==> src/hw/cpu_pkg.sv <==
package cpu_pkg;

    localparam int DATA_W     = 8;    // data and instruction width
    localparam int REG_CNT    = 4;    // general purpose registers
    localparam int IMEM_DEPTH = 256;  // instruction words

    typedef logic [DATA_W-1:0]             word_t;     // data or instruction word
    typedef logic [$clog2(REG_CNT)-1:0]    reg_idx_t;  // register index
    typedef logic [$clog2(IMEM_DEPTH)-1:0] pc_t;       // instruction address

    // instruction word: opcode 7:4, ra 3:2, rb 1:0
    typedef enum logic [3:0] {
        OP_NOP = 4'd0,   // no operation
        OP_MOV = 4'd1,   // ra = rb
        OP_ADD = 4'd2,   // ra = ra + rb
        OP_SUB = 4'd3,   // ra = ra - rb
        OP_AND = 4'd4,   // ra = ra & rb
        OP_OR  = 4'd5,   // ra = ra | rb
        OP_NOT = 4'd6,   // ra = ~rb
        OP_INC = 4'd7,   // ra = ra + 1
        OP_DEC = 4'd8,   // ra = ra - 1
        OP_IN  = 4'd9,   // ra = in_port
        OP_OUT = 4'd10,  // out_port = rb
        OP_JZ  = 4'd11,  // pc = rb if z
        OP_JN  = 4'd12,  // pc = rb if n
        OP_JC  = 4'd13,  // pc = rb if c
        OP_JMP = 4'd14,  // pc = rb
        OP_HLT = 4'd15   // stop
    } opcode_e;

    typedef enum logic [2:0] {
        ALU_PASS, ALU_ADD, ALU_SUB, ALU_AND, ALU_OR, ALU_NOT, ALU_INC, ALU_DEC
    } alu_op_e;

    // condition code layout, v in bit 3
    typedef struct packed {
        logic v;  // signed overflow
        logic c;  // carry out, borrow on sub/dec
        logic n;  // msb of result
        logic z;  // result is zero
    } flags_t;

endpackage

==> src/hw/pipe_if.sv <==
`timescale 1ns/1ps

// decode to execute pipeline register contents
interface id_ex_if;
    logic               valid;      // low means bubble
    cpu_pkg::alu_op_e   alu_op;
    logic               reg_write;  // write rd at wb
    cpu_pkg::reg_idx_t  rd;
    logic               out_write;  // OUT instruction
    logic               in_sel;     // result from in_port
    cpu_pkg::opcode_e   br_type;    // branch opcode, OP_NOP when none
    logic               halt;       // HLT instruction
    cpu_pkg::reg_idx_t  ra;         // source indices for forwarding
    cpu_pkg::reg_idx_t  rb;
    cpu_pkg::word_t     ra_val;     // operand values read in decode
    cpu_pkg::word_t     rb_val;

    modport dec (output valid, alu_op, reg_write, rd, out_write, in_sel, br_type, halt,
                        ra, rb, ra_val, rb_val);
    modport exe (input  valid, alu_op, reg_write, rd, out_write, in_sel, br_type, halt,
                        ra, rb, ra_val, rb_val);
endinterface

// execute to writeback register, fans out to rf, bypass and forward
interface wb_if;
    logic               reg_write;  // one cycle strobe
    cpu_pkg::reg_idx_t  rd;
    cpu_pkg::word_t     result;
    logic               out_write;  // one cycle strobe to out_port

    modport src (output reg_write, rd, result, out_write);
    modport dst (input  reg_write, rd, result);  // register file side
    modport fwd (input  reg_write, rd, result);  // ex operand forward
endinterface

==> src/hw/alu.sv <==
`timescale 1ns/1ps

module alu (
    input  cpu_pkg::word_t   a,          // ra operand
    input  cpu_pkg::word_t   b,          // rb operand
    input  cpu_pkg::alu_op_e op,
    output cpu_pkg::word_t   result,
    output cpu_pkg::flags_t  flags,      // all four, always computed
    output cpu_pkg::flags_t  flag_mask   // which flags this op updates
);

    logic [cpu_pkg::DATA_W:0] sum;       // extra bit is carry/borrow
    cpu_pkg::word_t           y;         // second adder input
    logic                     sub_op;

    // inc/dec reuse the adder with a constant one
    assign sub_op = (op == cpu_pkg::ALU_SUB) || (op == cpu_pkg::ALU_DEC);
    assign y      = (op == cpu_pkg::ALU_INC || op == cpu_pkg::ALU_DEC) ?
                    cpu_pkg::word_t'(1) : b;
    assign sum    = sub_op ? {1'b0, a} - {1'b0, y} : {1'b0, a} + {1'b0, y};

    always_comb begin
        result    = b;   // pass
        flag_mask = '0;  // pass touches no flags
        case (op)
            cpu_pkg::ALU_ADD, cpu_pkg::ALU_SUB, cpu_pkg::ALU_INC, cpu_pkg::ALU_DEC: begin
                result    = sum[cpu_pkg::DATA_W-1:0];
                flag_mask = '1;
            end
            cpu_pkg::ALU_AND: begin
                result      = a & b;
                flag_mask.z = 1'b1;
                flag_mask.n = 1'b1;
            end
            cpu_pkg::ALU_OR: begin
                result      = a | b;
                flag_mask.z = 1'b1;
                flag_mask.n = 1'b1;
            end
            cpu_pkg::ALU_NOT: begin
                result      = ~b;
                flag_mask.z = 1'b1;
                flag_mask.n = 1'b1;
            end
            default: ;
        endcase
    end

    assign flags.z = (result == '0);
    assign flags.n = result[cpu_pkg::DATA_W-1];
    assign flags.c = sum[cpu_pkg::DATA_W];  // borrow when subtracting
    // overflow: sign of result differs from sign expected by the operands
    assign flags.v = (sub_op ? (a[cpu_pkg::DATA_W-1] != y[cpu_pkg::DATA_W-1])
                             : (a[cpu_pkg::DATA_W-1] == y[cpu_pkg::DATA_W-1]))
                     && (sum[cpu_pkg::DATA_W-1] != a[cpu_pkg::DATA_W-1]);

endmodule

==> src/hw/fetch_stage.sv <==
`timescale 1ns/1ps

module fetch_stage (
    input  logic            clk,
    input  logic            arst_n,
    input  logic            run,            // level, freezes fetch when low
    input  logic            prog_we,        // program load strobe
    input  cpu_pkg::pc_t    prog_addr,
    input  cpu_pkg::word_t  prog_data,
    input  logic            branch_taken,   // from ex, redirect and flush
    input  cpu_pkg::pc_t    branch_target,
    input  logic            halted,
    output cpu_pkg::word_t  instr,          // if/id instruction
    output logic            instr_valid     // if/id valid
);

    cpu_pkg::word_t imem [cpu_pkg::IMEM_DEPTH];  // program store

    cpu_pkg::pc_t   pc;
    cpu_pkg::word_t fetch_word;
    logic           fetch_en;

    // advance only when running and nothing redirects
    assign fetch_en   = run && !halted && !branch_taken;
    assign fetch_word = imem[pc];  // async read

    // load port, works with run high or low
    always_ff @(posedge clk) begin
        if (prog_we) begin
            imem[prog_addr] <= prog_data;
        end
    end

    always_ff @(posedge clk or negedge arst_n) begin
        if (!arst_n) begin
            pc <= '0;
        end else if (branch_taken) begin
            pc <= branch_target;  // target fetched next cycle
        end else if (fetch_en) begin
            pc <= pc + 1'b1;
        end
    end

    // valid bit of if/id
    always_ff @(posedge clk or negedge arst_n) begin
        if (!arst_n) begin
            instr_valid <= 1'b0;
        end else begin
            instr_valid <= fetch_en;  // branch or halt gives a bubble
        end
    end

    // payload, meaningless while valid is low
    always_ff @(posedge clk) begin
        instr <= fetch_word;
    end

endmodule

==> src/hw/decode_stage.sv <==
`timescale 1ns/1ps

module decode_stage (
    input  logic            clk,
    input  logic            arst_n,
    input  cpu_pkg::word_t  instr,         // if/id word
    input  logic            instr_valid,
    input  logic            branch_taken,  // flush the slot in decode
    input  logic            halted,
    id_ex_if.dec            id_ex,
    wb_if.dst               wb
);

    cpu_pkg::word_t     regs [cpu_pkg::REG_CNT];  // register file

    cpu_pkg::opcode_e   opcode;
    cpu_pkg::reg_idx_t  ra_idx;
    cpu_pkg::reg_idx_t  rb_idx;
    cpu_pkg::word_t     ra_val;
    cpu_pkg::word_t     rb_val;

    cpu_pkg::alu_op_e   alu_op;
    logic               reg_write;
    logic               out_write;
    logic               in_sel;
    cpu_pkg::opcode_e   br_type;
    logic               halt;
    logic               issue;

    assign opcode = cpu_pkg::opcode_e'(instr[7:4]);
    assign ra_idx = instr[3:2];
    assign rb_idx = instr[1:0];

    // read with bypass of the write landing this cycle
    assign ra_val = (wb.reg_write && wb.rd == ra_idx) ? wb.result : regs[ra_idx];
    assign rb_val = (wb.reg_write && wb.rd == rb_idx) ? wb.result : regs[rb_idx];

    assign issue = instr_valid && !branch_taken && !halted;  // else bubble

    // control decode
    always_comb begin
        alu_op    = cpu_pkg::ALU_PASS;  // pass forwards rb
        reg_write = 1'b0;
        out_write = 1'b0;
        in_sel    = 1'b0;
        br_type   = cpu_pkg::OP_NOP;
        halt      = 1'b0;
        case (opcode)
            cpu_pkg::OP_MOV: reg_write = 1'b1;
            cpu_pkg::OP_ADD: begin
                alu_op    = cpu_pkg::ALU_ADD;
                reg_write = 1'b1;
            end
            cpu_pkg::OP_SUB: begin
                alu_op    = cpu_pkg::ALU_SUB;
                reg_write = 1'b1;
            end
            cpu_pkg::OP_AND: begin
                alu_op    = cpu_pkg::ALU_AND;
                reg_write = 1'b1;
            end
            cpu_pkg::OP_OR: begin
                alu_op    = cpu_pkg::ALU_OR;
                reg_write = 1'b1;
            end
            cpu_pkg::OP_NOT: begin
                alu_op    = cpu_pkg::ALU_NOT;
                reg_write = 1'b1;
            end
            cpu_pkg::OP_INC: begin
                alu_op    = cpu_pkg::ALU_INC;
                reg_write = 1'b1;
            end
            cpu_pkg::OP_DEC: begin
                alu_op    = cpu_pkg::ALU_DEC;
                reg_write = 1'b1;
            end
            cpu_pkg::OP_IN: begin
                in_sel    = 1'b1;  // result taken from in_port in ex
                reg_write = 1'b1;
            end
            cpu_pkg::OP_OUT: out_write = 1'b1;  // rb passes through alu
            cpu_pkg::OP_JZ, cpu_pkg::OP_JN, cpu_pkg::OP_JC, cpu_pkg::OP_JMP: begin
                br_type = opcode;  // resolved against ccr in ex
            end
            cpu_pkg::OP_HLT: halt = 1'b1;
            default: ;  // nop
        endcase
    end

    // register file, written from wb
    always_ff @(posedge clk or negedge arst_n) begin
        if (!arst_n) begin
            for (int i = 0; i < cpu_pkg::REG_CNT; i++) begin
                regs[i] <= '0;
            end
        end else if (wb.reg_write) begin
            regs[wb.rd] <= wb.result;
        end
    end

    // id/ex control half
    always_ff @(posedge clk or negedge arst_n) begin
        if (!arst_n) begin
            id_ex.valid     <= 1'b0;
            id_ex.reg_write <= 1'b0;
            id_ex.out_write <= 1'b0;
            id_ex.br_type   <= cpu_pkg::OP_NOP;
            id_ex.halt      <= 1'b0;
        end else begin
            id_ex.valid     <= issue;
            id_ex.reg_write <= reg_write;
            id_ex.out_write <= out_write;
            id_ex.br_type   <= br_type;
            id_ex.halt      <= halt;
        end
    end

    // id/ex payload half
    always_ff @(posedge clk) begin
        id_ex.alu_op <= alu_op;
        id_ex.in_sel <= in_sel;
        id_ex.rd     <= ra_idx;  // destination is always ra
        id_ex.ra     <= ra_idx;
        id_ex.rb     <= rb_idx;
        id_ex.ra_val <= ra_val;
        id_ex.rb_val <= rb_val;
    end

endmodule

==> src/hw/execute_stage.sv <==
`timescale 1ns/1ps

module execute_stage (
    input  logic            clk,
    input  logic            arst_n,
    input  cpu_pkg::word_t  in_port,        // sampled by IN in ex
    id_ex_if.exe            id_ex,
    wb_if.src               wb_out,         // ex/wb register
    wb_if.fwd               wb_fwd,         // same register read back
    output logic            branch_taken,
    output cpu_pkg::pc_t    branch_target,
    output logic            halted          // sticky after HLT
);

    cpu_pkg::word_t  op_a;
    cpu_pkg::word_t  op_b;
    cpu_pkg::word_t  alu_result;
    cpu_pkg::flags_t alu_flags;
    cpu_pkg::flags_t alu_mask;
    cpu_pkg::flags_t ccr;        // condition code register
    logic            ex_valid;
    logic            br_cond;

    // once halted, anything still in flight behind HLT is dropped
    assign ex_valid = id_ex.valid && !halted;

    // wb to ex forward
    assign op_a = (wb_fwd.reg_write && wb_fwd.rd == id_ex.ra) ? wb_fwd.result : id_ex.ra_val;
    assign op_b = (wb_fwd.reg_write && wb_fwd.rd == id_ex.rb) ? wb_fwd.result : id_ex.rb_val;

    alu u_alu (
        .a         (op_a),
        .b         (op_b),
        .op        (id_ex.alu_op),
        .result    (alu_result),
        .flags     (alu_flags),
        .flag_mask (alu_mask)
    );

    // branches look at the flags of the previous instruction
    always_comb begin
        case (id_ex.br_type)
            cpu_pkg::OP_JZ:  br_cond = ccr.z;
            cpu_pkg::OP_JN:  br_cond = ccr.n;
            cpu_pkg::OP_JC:  br_cond = ccr.c;
            cpu_pkg::OP_JMP: br_cond = 1'b1;
            default:         br_cond = 1'b0;
        endcase
    end

    assign branch_taken  = ex_valid && br_cond;
    assign branch_target = op_b;  // register indirect

    always_ff @(posedge clk or negedge arst_n) begin
        if (!arst_n) begin
            ccr              <= '0;
            halted           <= 1'b0;
            wb_out.reg_write <= 1'b0;
            wb_out.out_write <= 1'b0;
        end else begin
            if (ex_valid) begin
                ccr <= cpu_pkg::flags_t'((ccr & ~alu_mask) | (alu_flags & alu_mask));
            end
            halted           <= halted || (ex_valid && id_ex.halt);
            wb_out.reg_write <= ex_valid && id_ex.reg_write;
            wb_out.out_write <= ex_valid && id_ex.out_write;
        end
    end

    // wb payload
    always_ff @(posedge clk) begin
        wb_out.rd     <= id_ex.rd;
        wb_out.result <= id_ex.in_sel ? in_port : alu_result;
    end

endmodule

==> src/hw/cpu_top.sv <==
`timescale 1ns/1ps

module cpu_top (
    input  logic            clk,
    input  logic            arst_n,
    input  logic            run,        // fetch enable level
    input  logic            prog_we,    // program load
    input  cpu_pkg::pc_t    prog_addr,
    input  cpu_pkg::word_t  prog_data,
    input  cpu_pkg::word_t  in_port,
    output cpu_pkg::word_t  out_port,   // zero unless out_valid
    output logic            out_valid,  // one pulse per OUT
    output logic            halted
);

    cpu_pkg::word_t instr;
    logic           instr_valid;
    logic           branch_taken;
    cpu_pkg::pc_t   branch_target;

    id_ex_if id_ex ();
    wb_if    wb ();

    fetch_stage u_fetch (
        .clk           (clk),
        .arst_n        (arst_n),
        .run           (run),
        .prog_we       (prog_we),
        .prog_addr     (prog_addr),
        .prog_data     (prog_data),
        .branch_taken  (branch_taken),
        .branch_target (branch_target),
        .halted        (halted),
        .instr         (instr),
        .instr_valid   (instr_valid)
    );

    decode_stage u_decode (
        .clk          (clk),
        .arst_n       (arst_n),
        .instr        (instr),
        .instr_valid  (instr_valid),
        .branch_taken (branch_taken),
        .halted       (halted),
        .id_ex        (id_ex),
        .wb           (wb)
    );

    execute_stage u_execute (
        .clk           (clk),
        .arst_n        (arst_n),
        .in_port       (in_port),
        .id_ex         (id_ex),
        .wb_out        (wb),
        .wb_fwd        (wb),
        .branch_taken  (branch_taken),
        .branch_target (branch_target),
        .halted        (halted)
    );

    // output port straight off the wb strobe
    assign out_valid = wb.out_write;
    assign out_port  = wb.out_write ? wb.result : '0;

endmodule

==> config.mk <==
export PLATFORM = sky130hd
export DESIGN_NAME = cpu_top
export DESIGN_NICKNAME = d
export VERILOG_FILES = /design/src/hw/cpu_pkg.sv /design/src/hw/pipe_if.sv /design/src/hw/alu.sv /design/src/hw/fetch_stage.sv /design/src/hw/decode_stage.sv /design/src/hw/execute_stage.sv /design/src/hw/cpu_top.sv
export SDC_FILE = /design/constraint.sdc
export NUM_CORES = 2
export LEC_CHECK = 0
export CAP_MARGIN = 20
export CORE_ASPECT_RATIO = 1.75
export CORE_MARGIN = 2
export CORE_UTILIZATION = 40
export CTS_BUF_LIST = sky130_fd_sc_hd__clkbuf_8
export CTS_CLUSTER_SIZE = 16
export DETAILED_ROUTE_END_ITERATION = 16
export DONT_BUFFER_PORTS = 1
export GPL_ROUTABILITY_DRIVEN = 0
export HOLD_SLACK_MARGIN = 0.05
export PLACE_DENSITY = 0.51
export SYNTH_ARGS = -nofsm -noshare
export SYNTH_HDL_FRONTEND = slang
export SYNTH_HIERARCHICAL = 1
export SYNTH_SLANG_ARGS = --single-unit
==> constraint.sdc <==
create_clock -name clk -period 6.1 [get_ports clk]
set_input_delay 1.525 -clock clk [delete_from_list [all_inputs] [get_ports clk]]
set_output_delay 1.525 -clock clk [all_outputs]
set_load 0.1 [all_outputs]
* Word level (Yosys, flattened, before mapping)
Memory sizes are Yosys's and may differ from the RTL's. A register that Yosys moved wholly into a read port is not among the register bits.
Index checks and enable logic that the tools add are counted.
** Cells by class
- $add $sub $neg :: 3
- $lt $le $gt $ge :: 4
- Equal/unequal tests :: 33
- Mux-type cells :: 32
- Bitwise operators :: 10
- Reduce and logical (&&, ||, !) cells :: 26
** Operators with widths (number)
- $mux W8 :: 14
- $eq A4 B4 Y1 const B :: 12
- $bmux W8 S2 :: 2
- $bwmux W32 :: 1
- $pmux W8 S4 :: 1
- $pmux W3 S7 :: 1
- $demux W8 S2 :: 1
- $eq A4 B3 Y1 const B :: 4
- $logic_and A1 B1 Y1 :: 15
- $eq A3 B3 Y1 const B :: 4
- $add A8 B8 Y9 :: 1
- $ge A3 B3 Y1 const B :: 3
- $mux W9 :: 1
- $not A2 Y3 :: 3
- $reduce_or A9 Y1 :: 1
- $sub A8 B8 Y9 :: 1
- $add A8 B1 Y8 const B :: 1
- $and A4 B4 Y4 :: 2
- $and A8 B8 Y8 :: 1
- $eq A2 B2 Y1 :: 4
- $eq A4 B2 Y1 const B :: 2
- $logic_not A8 Y1 :: 1
- $not A8 Y8 :: 1
- $or A8 B8 Y8 :: 1
- other kinds (17) :: 30
** Word-level totals
- Bits in registers :: 90
- Bits in writable memories :: 2048
- Output and inout bits :: 10
- Logic and storage cells :: 135
- Memories :: 1
** Memories
- u_fetch.imem :: depth 256, width 8, read ports 1, clocked after Yosys merged registers in 1, wr ports 1, line fetch_stage.sv:17 : cpu_pkg::word_t imem [cpu_pkg::IMEM_DEPTH];

* Logic depth before layout (Yosys ltp)
- Depth after elaboration :: 10
- Gate-level depth with buffers :: 21
- Mapped depth without buffers :: 19

* Cells and area by module
Netlist, hierarchy kept.
** Modules (own cells, without submodules)
- fetch_stage :: instances 1, cells each 3885, area each 80507.2 µm², seq. area each 61884.4 µm²
- decode_stage :: instances 1, cells each 173, area each 2798.9 µm², seq. area each 1481.4 µm²
- alu :: instances 1, cells each 178, area each 1162.4 µm², seq. area each 0.0 µm²
- execute_stage :: instances 1, cells each 62, area each 789.5 µm², seq. area each 350.3 µm²
- cpu_top :: instances 1, cells each 8, area each 50.0 µm², seq. area each 0.0 µm²

* Worst setup path before layout
No wires, ideal clock.
- Path kind :: flip-flop to flip-flop
- From :: register u_execute.wb_out.rd[1]
- To :: register with a tool-made name
- Data arrival time :: 3.615 ns
- Slack :: 2.420 ns
- Stages on the path, launching flop included :: 18
- Period minus slack after synthesis :: 3.680 ns
- Cells stage by stage :: dfxtp_1 xnor2_1 nand3_2 mux2_2 nand2b_1 inv_1 ha_1 a21oi_1 nor2_1 a21oi_1 fa_1 nor2b_1 o311ai_1 o211ai_1 nor2_1 or4b_1 nor4_2 mux2_2
** RTL lines
- start, declared :: line pipe_if.sv:31 : modport src (output reg_write, rd, result, out_write);

==> results.json <==
{
  "worst_setup_hold_path_clk_slew_ns": 0.07,
  "detail-route-antenna-nets": 0,
  "most-common-layout-cells": "2048 x sky130_fd_sc_hd__edfxtp_1, 454 x sky130_fd_sc_hd__mux4_2, 347 x sky130_fd_sc_hd__clkbuf_8",
  "clock-root-buffer": "sky130_fd_sc_hd__clkbuf_8",
  "clock-sinks": 2145,
  "drv_slew": 0,
  "num-nets-final": 4516,
  "initial_core_util": 0.4014,
  "p_total_w": 0.04237,
  "route.detailed.drc": 0,
  "hold_buffers": 0,
  "number_of_port_buffers": 0,
  "detailedPlace.worstSlack_ns": 1.645,
  "area_delta_synth_final_pct": 10.55,
  "fin_cells": 7546,
  "rsz0062_at_grt": "false",
  "drv_cap": 0,
  "critPathArrivalTime_ns": 5.44,
  "crit_slowest_cell": "sky130_fd_sc_hd__o21ai_0",
  "fin_tns_setup_ns": 0,
  "dieHeight_um": 614.8,
  "drive_above_1_share": 0.2331,
  "run_status": "finished clean",
  "crit_required_ns": 6.88,
  "detailed_place_hpwl_um": 165600,
  "final.setup.worst_slack_ns": 1.433,
  "detail_route.first_pass.iterations": 5,
  "worst-setup-path-type": "reg -> reg",
  "post-route-util": 0.4437,
  "post-route-period-util": 0.7651,
  "design.core.area_sq_mm": 0.2124,
  "overflow": 0,
  "finalClockSkew_ns": 0.04822,
  "most_common_library_cell_in_the_layout_ignoring_fill_and_taps": "sky130_fd_sc_hd__edfxtp_1",
  "finalHoldViolCount": 0,
  "syn-mean-instance-area_sq_um": 19.83,
  "synthesis.area_sq_mm": 0.08527,
  "grt_first_pass_wirelength_um": 371600,
  "cts.path.max_buffers": 4,
  "final.fill_count": 18580,
  "critical_path.cell_chain": "buf_4 -> mux4_2 -> a22o_1 -> nor3_1 -> o311ai_0 -> o21ai_0 -> o32ai_1",
  "antenna_found_initial": 13,
  "fp-row-count": 224,
  "grt_start_max_net_pins": 257,
  "cts_repair_resize_count": 0,
  "vias_in_the_first_global_route": 46280,
  "die_x_um": 353.0,
  "leakagePower_nw": 30.02,
  "grt.total_usage": 0.2446,
  "mappedNetlistNets": 4339,
  "wl_um": 267900,
  "tritoncts": "yes",
  "worstPathMaxFanout": 34,
  "cts_setup_buffers": 0,
  "insertion_delay_ns": 0.95,
  "place_inst": 6976,
  "numCtsBuffers": 323,
  "crit_family": "compound AO/OA/AOI/OAI gates",
  "floorplan.die_area_sq_mm": 0.2170,
  "worst_setup_path_end_kind": "flop",
  "timing.final.setup_violations": 0,
  "worst_setup_path_start_kind": "flop",
  "wl_cell_um": 35.51,
  "drt-initial-drc-count": 4385,
  "fmax_mhz": 214.3,
  "max_stage_delay_ns": 1.02,
  "warnings_synthesis": 6,
  "irDropWorstVdd_mv": 0.3614,
  "path_buf_inv": 1,
  "worst_hold_path_type": "in -> async",
  "post_synth_inst_count": 4300,
  "routed_via_density": 5.872,
  "via_count": 44310,
  "ioPinCount": 38,
  "min_period_ns": 4.667,
  "p_per_area_mw_per_mm2": 449.5,
  "tightestPinTransition_ns": 1.467,
  "timing.max_slew.rel_slack": 0.02172,
  "h-tree-depth": 5
}
stage by stage:
stage | hold slack (ns) | area (sq um)
5_1_grt | 0.2167 | 94240
6_report | 0.2496 | 94260
3_3_place_gp | 0.3586 | 88320
4_1_cts | 0.1612 | 94220
3_5_place_dp | 0.3622 | 88470
2_1_floorplan | 0.3507 | 85270
registers in the layout (all words and copies together) (netlist names), named ones only:
name	count
u_decode/id_ex.alu_op	3
u_execute/wb_out.out_write	1
u_fetch/instr_valid	1
u_decode/id_ex.in_sel	1
u_execute/halted	1
u_decode/id_ex.br_type	4
u_decode/id_ex.out_write	1
u_decode/id_ex.ra	2
u_execute/wb_out.rd	2
u_decode/id_ex.valid	1
u_fetch/imem	2048
u_decode/regs	32
u_fetch/pc	8
u_decode/id_ex.halt	1
u_decode/id_ex.ra_val	8
u_decode/id_ex.rb	2
u_fetch/instr	8
u_decode/id_ex.reg_write	1
u_decode/id_ex.rb_val	8
u_execute/wb_out.result	8
u_execute/wb_out.reg_write	1
power breakdown:
part,switching [W],internal (W),total (W)
Sequential,0.000818,0.0165,0.0173
Clock,0.00558,0.00536,0.0109
Combinational,0.00866,0.00548,0.0141
Total,0.0151,0.0273,0.0424
worst paths after layout:
path                                      start                endpoint  slack, ns  cells past startpoint
max in group asynchronous                arst_n        u_execute/halted       5.72                      0
min reg2reg                u_decode/id_ex.ra[1]  u_execute/wb_out.rd[1]       0.37                      0
min                                      arst_n       u_decode/regs[10]       0.25                      0
max                               u_fetch/pc[0]        u_fetch/instr[1]       1.43                      7
min in group clk           u_decode/id_ex.ra[1]  u_execute/wb_out.rd[1]       0.37                      0
max reg2reg                       u_fetch/pc[0]        u_fetch/instr[1]       1.43                      7
final cells by class:
cell class / count / area (sq um) / area share
sequential: 2145 / 63740 / 0.6761
multi-input combinational: 1870 / 19990 / 0.2120
clock buffer: 347 / 4776 / 0.05066
tap: 2825 / 3535 / 0.03750
timing repair buffer: 124 / 1180 / 0.01252
clock inverter: 212 / 974.7 / 0.01034
inverter: 13 / 50.05 / 0.0005309
antenna: 10 / 25.02 / 0.0002655
per-layer routing:
layer  vias to the layer above  part of all wire  GRT usage
li1                      18080                 -          -
met1                     23980              0.35     0.2767
met2                      1752              0.54     0.4429
met3                       500             0.059    0.04219
met4                         2             0.054     0.1222
met5                         -          0.000067          0
worst register-to-register path: stages (launching register included):
cell and delay [ns]:
sky130_fd_sc_hd__dfrtp_4 1.01, sky130_fd_sc_hd__buf_4 0.72, sky130_fd_sc_hd__mux4_2 0.61, sky130_fd_sc_hd__a22o_1 0.24, sky130_fd_sc_hd__nor3_1 0.31, sky130_fd_sc_hd__o311ai_0 0.33, sky130_fd_sc_hd__o21ai_0 1.03, sky130_fd_sc_hd__o32ai_1 0.24
(Power assumes the default switching activity.)
